**config.mk**
```make
export PLATFORM = sky130hd
export DESIGN_NAME = gb_lcd_timer_top
export DESIGN_NICKNAME = d
export VERILOG_FILES = /design/src/gb_io_pkg.sv /design/src/periph_bus_if.sv /design/src/wb_reg_bridge.sv /design/src/div_timer.sv /design/src/lcd_line_timer.sv /design/src/lcd_stat_irq.sv /design/src/gb_lcd_timer_top.sv
export SDC_FILE = /design/constraint.sdc
export NUM_CORES = 1
export LEC_CHECK = 0
export ABC_AREA = 1
export BUFFER_PORTS_ARGS = -buffer_cell sky130_fd_sc_hd__buf_2
export CAP_MARGIN = 20
export CORE_ASPECT_RATIO = 0.8
export CORE_UTILIZATION = 60
export DETAILED_ROUTE_END_ITERATION = 7
export PLACE_DENSITY_LB_ADDON = 0.1
export SETUP_SLACK_MARGIN = 0.5
export SLEW_MARGIN = 20
export SYNTH_ARGS = -nofsm -noshare
export SYNTH_HDL_FRONTEND = slang
export SYNTH_SLANG_ARGS = --single-unit
```
**constraint.sdc**
```tcl
create_clock -name cpu_clock -period 1.87 [get_ports cpu_clock]
set_input_delay 0.374 -clock cpu_clock [delete_from_list [all_inputs] [get_ports cpu_clock]]
set_output_delay 0.374 -clock cpu_clock [all_outputs]
set_load 0.01 [all_outputs]
```
**src/gb_io_pkg.sv**
```systemverilog
// shared types, register offsets and LCD timing for the 0xFF00 page
// one dot per cpu_clock cycle, mode 3 fixed at 172 dots (no sprite stretch)
package gb_io_pkg;

	// ------------------------------------------------------------
	// types with a meaning of their own
	// ------------------------------------------------------------
	typedef logic [7:0]  io_addr_t;	// offset within 0xFF00 page
	typedef logic [7:0]  io_data_t;	// one register byte
	typedef logic [15:0] div_count_t;	// free running divider
	typedef logic [8:0]  dot_t;	// dot within a line, 0..455
	typedef logic [7:0]  line_t;	// LY, 0..153

	// STAT mode field encoding
	typedef enum logic [1:0] {
		mode_hblank   = 2'd0,
		mode_vblank   = 2'd1,
		mode_oam      = 2'd2,
		mode_transfer = 2'd3
	} lcd_mode_t;

	// ------------------------------------------------------------
	// register offsets
	// ------------------------------------------------------------
	localparam io_addr_t addr_div  = 8'h04;
	localparam io_addr_t addr_tima = 8'h05;
	localparam io_addr_t addr_tma  = 8'h06;
	localparam io_addr_t addr_tac  = 8'h07;
	localparam io_addr_t addr_lcdc = 8'h40;
	localparam io_addr_t addr_stat = 8'h41;
	localparam io_addr_t addr_ly   = 8'h44;
	localparam io_addr_t addr_lyc  = 8'h45;

	// ------------------------------------------------------------
	// line and frame timing, in dots and lines
	// ------------------------------------------------------------
	localparam dot_t  dots_per_line   = 9'd456;
	localparam dot_t  oam_dots        = 9'd80;
	localparam dot_t  transfer_dots   = 9'd172;
	localparam line_t visible_lines   = 8'd144;
	localparam line_t lines_per_frame = 8'd154;

	// reset and read values
	localparam io_data_t tac_reset     = 8'hF8;	// upper bits read as 1
	localparam io_data_t unmapped_read = 8'hFF;	// open bus

endpackage

```
**src/periph_bus_if.sv**
```systemverilog
// register access from the Wishbone bridge to one register block
// sel is a single-cycle strobe, rdata is combinational from the block
`timescale 1ns/1ps

interface periph_bus_if;
	logic                 sel;	// one cycle per access
	logic                 we;
	logic [1:0]           offset;	// register index inside the block
	gb_io_pkg::io_data_t  wdata;
	gb_io_pkg::io_data_t  rdata;

	modport bridge (
		output sel,
		output we,
		output offset,
		output wdata,
		input  rdata
	);

	modport block (
		input  sel,
		input  we,
		input  offset,
		input  wdata,
		output rdata
	);
endinterface

```
**src/wb_reg_bridge.sv**
```systemverilog
// Wishbone classic slave for the 0xFF00 page, one wait cycle per access
// master must hold the request until ack; no retry or error
`timescale 1ns/1ps

module wb_reg_bridge (
	input  logic                 cpu_clock,
	input  logic                 rst,
	input  logic                 wb_cyc,
	input  logic                 wb_stb,
	input  logic                 wb_we,
	input  gb_io_pkg::io_addr_t  wb_adr,
	input  gb_io_pkg::io_data_t  wb_wdata,
	output gb_io_pkg::io_data_t  wb_rdata,
	output logic                 wb_ack,
	periph_bus_if.bridge         timer_bus,
	periph_bus_if.bridge         line_bus,
	periph_bus_if.bridge         stat_bus
);
	logic req;
	logic hit_timer;
	logic hit_line;
	logic hit_stat;
	gb_io_pkg::io_data_t rd_next;

	// new request only while no ack is out, so one strobe per access
	assign req = wb_cyc & wb_stb & ~wb_ack;

	// ------------------------------------------------------------
	// block decode
	// ------------------------------------------------------------
	assign hit_timer = wb_adr[7:2] == gb_io_pkg::addr_div[7:2];	// 0x04..0x07
	assign hit_line  = wb_adr == gb_io_pkg::addr_lcdc || wb_adr == gb_io_pkg::addr_ly;
	assign hit_stat  = wb_adr == gb_io_pkg::addr_stat || wb_adr == gb_io_pkg::addr_lyc;

	assign timer_bus.sel    = req & hit_timer;
	assign timer_bus.we     = wb_we;
	assign timer_bus.wdata  = wb_wdata;
	assign timer_bus.offset = wb_adr[1:0];

	// LCD registers pair up 4 apart, so bits 3:2 pick the register
	assign line_bus.sel    = req & hit_line;
	assign line_bus.we     = wb_we;
	assign line_bus.wdata  = wb_wdata;
	assign line_bus.offset = wb_adr[3:2];

	assign stat_bus.sel    = req & hit_stat;
	assign stat_bus.we     = wb_we;
	assign stat_bus.wdata  = wb_wdata;
	assign stat_bus.offset = wb_adr[3:2];

	always_comb begin
		rd_next = gb_io_pkg::unmapped_read;
		if (hit_timer)
			rd_next = timer_bus.rdata;
		else if (hit_line)
			rd_next = line_bus.rdata;
		else if (hit_stat)
			rd_next = stat_bus.rdata;
	end

	always_ff @(posedge cpu_clock) begin
		if (rst)
			wb_ack <= 1'b0;
		else
			wb_ack <= req;	// high for exactly one cycle
	end

	always_ff @(posedge cpu_clock) begin
		if (req)
			wb_rdata <= rd_next;	// held through the ack cycle
	end

endmodule

```
**src/div_timer.sv**
```systemverilog
// DIV, TIMA, TMA and TAC; DIV counts every cpu_clock cycle
// TIMA counts falling edges of the tapped DIV bit, so a DIV write can tick it
`timescale 1ns/1ps

module div_timer (
	input  logic          cpu_clock,
	input  logic          rst,
	periph_bus_if.block   bus,
	output logic          irq_timer
);
	gb_io_pkg::div_count_t div_cnt;
	gb_io_pkg::io_data_t   tima;
	gb_io_pkg::io_data_t   tma;
	logic [2:0]            tac;	// enable, select[1:0]
	logic                  tap_bit;
	logic                  tap_prev;
	logic                  tick;
	logic                  wr;
	logic                  wr_div;
	logic                  wr_tima;
	logic                  wr_tma;
	logic                  wr_tac;

	assign wr      = bus.sel & bus.we;
	assign wr_div  = wr && bus.offset == gb_io_pkg::addr_div[1:0];
	assign wr_tima = wr && bus.offset == gb_io_pkg::addr_tima[1:0];
	assign wr_tma  = wr && bus.offset == gb_io_pkg::addr_tma[1:0];
	assign wr_tac  = wr && bus.offset == gb_io_pkg::addr_tac[1:0];

	// ------------------------------------------------------------
	// divider tap, 1024 / 16 / 64 / 256 cycles per tick
	// ------------------------------------------------------------
	always_comb begin
		case (tac[1:0])
			2'd0: tap_bit = div_cnt[9];
			2'd1: tap_bit = div_cnt[3];
			2'd2: tap_bit = div_cnt[5];
			default: tap_bit = div_cnt[7];
		endcase
	end

	assign tick = tac[2] & tap_prev & ~tap_bit;	// falling edge

	always_ff @(posedge cpu_clock) begin
		if (rst) begin
			div_cnt   <= '0;
			tima      <= '0;
			tma       <= '0;
			tac       <= gb_io_pkg::tac_reset[2:0];
			tap_prev  <= 1'b0;
			irq_timer <= 1'b0;
		end else begin
			div_cnt   <= wr_div ? '0 : div_cnt + 1'b1;
			tap_prev  <= tap_bit;
			irq_timer <= 1'b0;

			// a CPU write to TIMA wins over a tick in the same cycle
			if (wr_tima) begin
				tima <= bus.wdata;
			end else if (tick) begin
				if (tima == 8'hFF) begin
					tima      <= tma;	// reload on wrap
					irq_timer <= 1'b1;
				end else begin
					tima <= tima + 1'b1;
				end
			end

			if (wr_tma)
				tma <= bus.wdata;
			if (wr_tac)
				tac <= bus.wdata[2:0];
		end
	end

	// read mux
	always_comb begin
		case (bus.offset)
			gb_io_pkg::addr_div[1:0]:  bus.rdata = div_cnt[15:8];
			gb_io_pkg::addr_tima[1:0]: bus.rdata = tima;
			gb_io_pkg::addr_tma[1:0]:  bus.rdata = tma;
			default:                   bus.rdata = {5'b11111, tac};
		endcase
	end

endmodule

```
**src/lcd_line_timer.sv**
```systemverilog
// LCDC plus the dot and LY counters; mode is registered in step with them
// display off holds dot and LY at 0, enabling restarts at line 0 in OAM mode
`timescale 1ns/1ps

module lcd_line_timer (
	input  logic                  cpu_clock,
	input  logic                  rst,
	periph_bus_if.block           bus,
	output gb_io_pkg::line_t      ly,
	output gb_io_pkg::lcd_mode_t  mode,
	output logic                  lcd_on
);
	gb_io_pkg::io_data_t lcdc;
	gb_io_pkg::io_data_t lcdc_next;
	gb_io_pkg::dot_t     dot_cnt;
	gb_io_pkg::dot_t     dot_next;
	gb_io_pkg::line_t    ly_next;
	logic                wr_lcdc;

	// mode for a given position while the display runs
	function automatic gb_io_pkg::lcd_mode_t mode_at(input gb_io_pkg::dot_t d,
			input gb_io_pkg::line_t l);
		if (l >= gb_io_pkg::visible_lines)
			return gb_io_pkg::mode_vblank;
		if (d < gb_io_pkg::oam_dots)
			return gb_io_pkg::mode_oam;
		if (d < gb_io_pkg::dot_t'(gb_io_pkg::oam_dots + gb_io_pkg::transfer_dots))
			return gb_io_pkg::mode_transfer;
		return gb_io_pkg::mode_hblank;
	endfunction

	assign wr_lcdc = bus.sel && bus.we && bus.offset == gb_io_pkg::addr_lcdc[3:2];
	assign lcd_on  = lcdc[7];

	// ------------------------------------------------------------
	// next position
	// ------------------------------------------------------------
	always_comb begin
		lcdc_next = wr_lcdc ? bus.wdata : lcdc;
		dot_next  = '0;
		ly_next   = '0;
		if (lcdc_next[7] && lcdc[7]) begin	// running, not just switched on
			if (dot_cnt == gb_io_pkg::dots_per_line - 9'd1) begin
				dot_next = '0;
				if (ly != gb_io_pkg::lines_per_frame - 8'd1)
					ly_next = ly + 8'd1;
			end else begin
				dot_next = dot_cnt + 9'd1;
				ly_next  = ly;
			end
		end
	end

	always_ff @(posedge cpu_clock) begin
		if (rst) begin
			lcdc    <= '0;
			dot_cnt <= '0;
			ly      <= '0;
			mode    <= gb_io_pkg::mode_hblank;
		end else begin
			lcdc    <= lcdc_next;
			dot_cnt <= dot_next;
			ly      <= ly_next;
			mode    <= lcdc_next[7] ? mode_at(dot_next, ly_next) : gb_io_pkg::mode_hblank;
		end
	end

	// LY is read only, writes fall through
	always_comb begin
		case (bus.offset)
			gb_io_pkg::addr_lcdc[3:2]: bus.rdata = lcdc;
			gb_io_pkg::addr_ly[3:2]:   bus.rdata = ly;
			default:                   bus.rdata = gb_io_pkg::unmapped_read;
		endcase
	end

endmodule

```
**src/lcd_stat_irq.sv**
```systemverilog
// LYC, STAT enables, coincidence and the STAT / vblank interrupt pulses
// irq_stat fires on the rising edge of the OR of enabled sources only
`timescale 1ns/1ps

module lcd_stat_irq (
	input  logic                  cpu_clock,
	input  logic                  rst,
	periph_bus_if.block           bus,
	input  gb_io_pkg::line_t      ly,
	input  gb_io_pkg::lcd_mode_t  mode,
	input  logic                  lcd_on,
	output logic                  irq_stat,
	output logic                  irq_vblank
);
	gb_io_pkg::line_t lyc;
	logic [3:0]       stat_en;	// STAT bits 6:3
	logic             coinc;
	logic             stat_cond;
	logic             cond_prev;
	logic             vblank_prev;
	logic             wr;

	assign wr = bus.sel & bus.we;

	assign coinc = lcd_on && ly == lyc;	// reads 0 while off

	// ------------------------------------------------------------
	// combined STAT source, gated while the display is off
	// ------------------------------------------------------------
	assign stat_cond = lcd_on & (
		(stat_en[0] & (mode == gb_io_pkg::mode_hblank)) |
		(stat_en[1] & (mode == gb_io_pkg::mode_vblank)) |
		(stat_en[2] & (mode == gb_io_pkg::mode_oam)) |
		(stat_en[3] & coinc));

	assign irq_stat   = stat_cond & ~cond_prev;
	assign irq_vblank = (mode == gb_io_pkg::mode_vblank) & ~vblank_prev;	// first vblank cycle

	always_ff @(posedge cpu_clock) begin
		if (rst) begin
			lyc         <= '0;
			stat_en     <= '0;
			cond_prev   <= 1'b0;
			vblank_prev <= 1'b0;
		end else begin
			cond_prev   <= stat_cond;
			vblank_prev <= mode == gb_io_pkg::mode_vblank;
			if (wr && bus.offset == gb_io_pkg::addr_stat[3:2])
				stat_en <= bus.wdata[6:3];
			if (wr && bus.offset == gb_io_pkg::addr_lyc[3:2])
				lyc <= bus.wdata;
		end
	end

	always_comb begin
		case (bus.offset)
			gb_io_pkg::addr_stat[3:2]: bus.rdata = {1'b1, stat_en, coinc, mode};
			gb_io_pkg::addr_lyc[3:2]:  bus.rdata = lyc;
			default:                   bus.rdata = gb_io_pkg::unmapped_read;
		endcase
	end

endmodule

```
**src/gb_lcd_timer_top.sv**
```systemverilog
// divider/timer and LCD line timing behind one Wishbone slave port
// all logic on cpu_clock, one LCD dot per cycle
`timescale 1ns/1ps

module gb_lcd_timer_top (
	input  logic                  cpu_clock,
	input  logic                  rst,
	input  logic                  wb_cyc,
	input  logic                  wb_stb,
	input  logic                  wb_we,
	input  gb_io_pkg::io_addr_t   wb_adr,
	input  gb_io_pkg::io_data_t   wb_wdata,
	output gb_io_pkg::io_data_t   wb_rdata,
	output logic                  wb_ack,
	output logic                  irq_vblank,
	output logic                  irq_stat,
	output logic                  irq_timer,
	output gb_io_pkg::lcd_mode_t  lcd_mode
);
	gb_io_pkg::line_t ly;
	logic             lcd_on;

	// ------------------------------------------------------------
	// register buses, one per block
	// ------------------------------------------------------------
	periph_bus_if timer_bus ();
	periph_bus_if line_bus ();
	periph_bus_if stat_bus ();

	wb_reg_bridge i_wb_reg_bridge (
		.cpu_clock (cpu_clock),
		.rst       (rst),
		.wb_cyc    (wb_cyc),
		.wb_stb    (wb_stb),
		.wb_we     (wb_we),
		.wb_adr    (wb_adr),
		.wb_wdata  (wb_wdata),
		.wb_rdata  (wb_rdata),
		.wb_ack    (wb_ack),
		.timer_bus (timer_bus.bridge),
		.line_bus  (line_bus.bridge),
		.stat_bus  (stat_bus.bridge)
	);

	div_timer i_div_timer (
		.cpu_clock (cpu_clock),
		.rst       (rst),
		.bus       (timer_bus.block),
		.irq_timer (irq_timer)
	);

	lcd_line_timer i_lcd_line_timer (
		.cpu_clock (cpu_clock),
		.rst       (rst),
		.bus       (line_bus.block),
		.ly        (ly),
		.mode      (lcd_mode),
		.lcd_on    (lcd_on)
	);

	lcd_stat_irq i_lcd_stat_irq (
		.cpu_clock  (cpu_clock),
		.rst        (rst),
		.bus        (stat_bus.block),
		.ly         (ly),
		.mode       (lcd_mode),
		.lcd_on     (lcd_on),
		.irq_stat   (irq_stat),
		.irq_vblank (irq_vblank)
	);

endmodule

```
==> results by group, run 1 <==
CTS
  • Clk sink count: 87
  • CTS Hold Buffers Added: 0
  • Root Driver: clkbuf_8
  • Max Buffers Root-to-Sink: 2
  • CTS Buf Count: 9
  • H-tree depth: 3

Synth
  • Synth top area share: 0.348
  • Netlist cell types: 50
  • Post-synth ARST share: 0
  • Syn_nets: 655
  • Yosys reg bits: 87
  • Predominant post-synthesis flop cell: dfxtp_1
  • Post-Syn Area: about 4500 um2
  • Cells after synthesis: 629
  • Area contributors post-synth: dfxtp_1 (35%), nand2_1 (7.9%), nor2_1 (7.4%)
  • Syn Area/Cell: slightly above 7 um2
  • Yosys warns: 0
  • Register area share after synthesis: 0.401
  • Post-synth EDFFs: 8
  • Area leader, netlist: dfxtp_1

Place
  • GPL Wtd Cong: 0.938
  • I/O Buffers: 34
  • DPL Wire Length: 9.40 mm

Global routing
  • Largest net degree at the start of global routing: 27

STA
  • Worst_ep grt: irq_stat
  • Worst EP kind: primary output

Floorplanning
  • Die height: ~80 um
  • Row count: 27
  • Die X: ~100 um
  • Initial Util: 0.641
  • # IOs: 35

Status
  • Failing step: global routing (5_1_grt)
  • Err: [ERROR DPL-0038] Utilization greater than 100%, impossible to legalize
  • Status: aborted with a tool error
cells by family after synthesis:
family,synth area share
AO/OA/AOI/OAI,0.189
AND/OR/NAND/NOR,0.279
flip-flops,0.401
buffers and inverters,0.0963
adder cells (fa/ha/maj),0.0138
XOR/XNOR,0.0212
stage by stage:
step / instances / hold slack, ns / worst slack, ns / utilization / instance area [um2]
2_1_floorplan: 629 / 0.406 / 0.262 / - / 4780
3_3_place_gp: 759 / 0.420 / 0.0708 / 0.723 / 5130
3_5_place_dp: 759 / 0.425 / 0.0119 / 0.723 / 5130
4_1_cts: 821 / 0.280 / -0.234 / 0.863 / 6130
synth_stat cells (3+ instances only):
library cell,count
nor2_1,90
ha_1,5
xor2_1,8
nand4_1,6
nand2_1,96
a21oi_1,36
o22ai_1,17
o21ai_0,43
nand2_2,8
inv_1,85
edfxtp_1,8
o211ai_1,5
a221oi_1,4
nor3_1,18
nand3_1,29
nor2_4,4
inv_2,10
a31oi_1,7
o221ai_1,3
buf_2,4
a211oi_1,14
nor2_2,5
a22oi_1,4
xnor2_1,3
dfxtp_1,79
nor3b_1,3
clkbuf_1,6
timing repair:
action / in CTS
resized for setup: 139
buffers inserted: 46
endpoints found under the setup margin: 66
pin swaps: 55
==> run 2, diff against run 1 <==
- CORE_ASPECT_RATIO: 0.8 -> default
- CORE_UTILIZATION: 60 -> 40
- PLACE_DENSITY_LB_ADDON: 0.1 -> 0.15
- SETUP_SLACK_MARGIN: 0.5 -> default
==> run 2 against run 1 <==
- the flow now finishes, with violations (setup timing)
- synthesized area did not move
- synthesized cell count stayed put
==> results by group, run 2 <==
Synth
  • Synth top cells by count: nand2_1 (96), nor2_1 (90), inv_1 (85)
  • Netlist cell types: 50 (unchanged)
  • Count leader, synth: nand2_1
  • Post-synth EDFFs: 8 (unchanged)
  • Syn_nets: 655 (unchanged)
  • Cells after synthesis: 629 (unchanged)
  • Yosys reg bits: 87 (unchanged)
  • Register area share after synthesis: 0.401 (unchanged)
  • Yosys warns: 0 (unchanged)
  • Syn Area/Cell: 7.23 um2 (unchanged)
  • Predominant post-synthesis flop cell: dfxtp_1
  • Area contributors post-synth: dfxtp_1 (35%), nand2_1 (7.9%), nor2_1 (7.4%)
  • Synth top area share: 0.348 (unchanged)
  • Area leader, netlist: dfxtp_1
  • Post-Syn Area: 4550 um2 (unchanged)
  • Post-synth ARST share: 0 (unchanged)

Critical path
  • Crit path kind: flip-flop to primary output
  • Worst Path Max Fanout: 3
  • Crit path required time: 1.50 ns
  • CP arrival: 1.66 ns
  • Critical Path Source Type: flip-flop
  • CP Capture Type: primary output

CTS
  • CTS tree: yes
  • Clk_lat worst skew: 0.36 ns
  • CTS Buf Count: 9 (unchanged)
  • Root Driver: clkbuf_16
  • Clk sink count: 87 (unchanged)
  • H-tree depth: 3 (unchanged)
  • Max Buffers Root-to-Sink: 2 (unchanged)
  • Clock transition at path regs: ~0.070 ns

STA
  • TNS Setup: -0.161 ns
  • Worst slew margin: 0.692
  • Fmax: 0.492 GHz
  • Period Utilization, post-route: 1.09
  • Final Hold Viols: 0
  • Worst Tran Pin Value: 0.462 ns
  • Finish-stage setup viols: 1
  • PnR worst setup slack: -0.161 ns
  • Slew Viols, Final: 0
  • Min Tclk post-route: ~2 ns
  • RSZ-0062 raised after global routing: yes
  • Fin Clk Skew: between 0.007 and 0.008 ns

Detailed routing
  • WL/cell: 15.1 um
  • DR iter-0 viols: 281
  • Drt drc: 0
  • Drt pass-1 iters: 5
  • Antenna Nets Post-Route: 0
  • Vias after detailed routing: between 4000 and 5000
  • DR vias/cell: 5.18
  • Post-Route WL: 12.8 mm

Floorplanning
  • # IOs: 35 (unchanged)
  • Initial Util: 0.416 (-0.225)
  • Die area: around 12000 um2
  • Die height: 109 um (+36%)
  • Die X: 109 um (+9.4%)
  • Row count: 38 (+41%)
  • Core Box Area: ~11000 um2

Place
  • I/O Buffers: 34 (unchanged)
  • Post-Place Cells: 823 (+8.4%)
  • Post-DP Area: 5090 um2 (-0.83%)
  • DPL Wire Length: 9.68 mm (+3.0%)
  • GPL Wtd Cong: 0.937 (-0.14%)

Global routing
  • Gr ovfl total: 0
  • Largest net degree at the start of global routing: 27
  • Initial antenna violation count: 0
  • Number of global-route vias before repair: 4129
  • All-layer global routing usage: 0.232
  • First-pass GRT wire length: 20.6 mm

Cells and area
  • Area of the multi-input gates: around 2300 um2
  • # fillers: 1080
  • Diode count: 0
  • Register Area: ~1800 um2
  • Commonest non-fill, non-tap cell in the layout: nand2_1
  • Largest register FFs: 16
  • Post-route insts no fill: 846
  • Largest Register: i_div_timer.div_cnt
  • Area Growth Syn to Fin: 21.8%
  • Share of post-route cells with drive strength above 1: 0.225
  • Fin nets: 727
  • Commonest non-fill, non-tap cells in the layout: nand2_1 (94), nor2_1 (86), inv_1 (80)
  • Design area: approximately 5500 um2
  • Biggest regs: i_div_timer.div_cnt: 16 flops, i_lcd_line_timer.dot_cnt: 9 flops
  • Fin util: 0.506

Power
  • Pleak: ~0.0022 uW
  • Power Density: 737 nW/um2
  • Total power: approximately 4100 uW
  • Peak supply drop: 494 uV

Flow run
  • MaxCap Viol Count: 0

Worst hold path
  • Worst hold path type: primary input to flip-flop

Status
  • Failing checks: setup timing
  • Status: finished with violations
run 2: cell counts after synthesis:
No cell type changed its count.
run 2: cell families (layout without fill, tap and decap cells):
kind of cell | Yosys count | after routing | share of synthesized area
xor+xnor | 11 | 11 | 0.0212
simple gates | 273 | 273 | 0.279
compound gates | 142 | 142 | 0.189
buf+inv | 111 | 188 | 0.0963
flops | 87 | 87 | 0.401
fa+ha+maj | 5 | 5 | 0.0138
run 2: metal layers:
metal | up-vias | global-route usage | share of wire
li1 | 2242 | - | -
met2 | 105 | 0.368 | 0.46
met5 | - | 0 | 0
met1 | 2011 | 0.311 | 0.47
met3 | 21 | 0.0424 | 0.048
met4 | 0 | 0.0936 | 0.019
run 2: final timing paths:
kind	startpoint	to	slack (ns)	cells past startpoint
max reg2reg	i_lcd_line_timer.dot_cnt[0]$_SDFF_PP0_	i_lcd_line_timer.mode[0]$_SDFF_PP0_	0.17	11
max	i_lcd_stat_irq.lyc[4]$_SDFFE_PP0P_	irq_stat	-0.16	7
min	wb_cyc	i_wb_reg_bridge.wb_ack$_SDFF_PP0_	0.30	3
min reg2reg	i_lcd_line_timer.dot_cnt[0]$_SDFF_PP0_	i_lcd_line_timer.dot_cnt[0]$_SDFF_PP0_	0.43	1
run 2: repair_timing:
item / CTS / global route
buffers inserted: 6 / 1
resized for setup: 15 / 22
hold buffers: 0 / 0
pin swaps: 4 / 9
setup endpoints to repair: 1 / 9
run 2: metrics by stage:
stage	hold slack (ns)	setup WS [ns]
2_1_floorplan	0.418	0.216
3_5_place_dp	0.447	0.0730
5_1_grt	0.329	-0.295
4_1_cts	0.303	-0.162
6_report	0.304	-0.161
3_3_place_gp	0.427	0.0804
run 2: worst max-delay path: stages, from the launching register on:
cell and delay (ns):
dfxtp_4 0.37, xor2_2 0.14, nor3_2 0.18, nand3_1 0.15, o21ai_1 0.15, o21ai_1 0.09
nor2_1 0.10, buf_2 0.13
run 2: power by group:
group	total, uW	switching [uW]	internal [uW]	leakage [uW]
Clock	1990	815	1170	0.000150
Sequential	1890	5.32	1890	0.000712
Combinational	201	134	67.4	0.00135
Total	4080	953	3130	0.00221
run 2: area by class of cell:
cell class | count | area share
Clock inverter | 7 | 0.0174
Clock buffer | 9 | 0.0407
Tap cell | 140 | 0.0316
Multi-Input combinational cell | 431 | 0.423
Inverter | 97 | 0.0667
Sequential cell | 87 | 0.333
Timing Repair Buffer | 75 | 0.0886
Note: power is estimated with default switching activity, not from simulation.
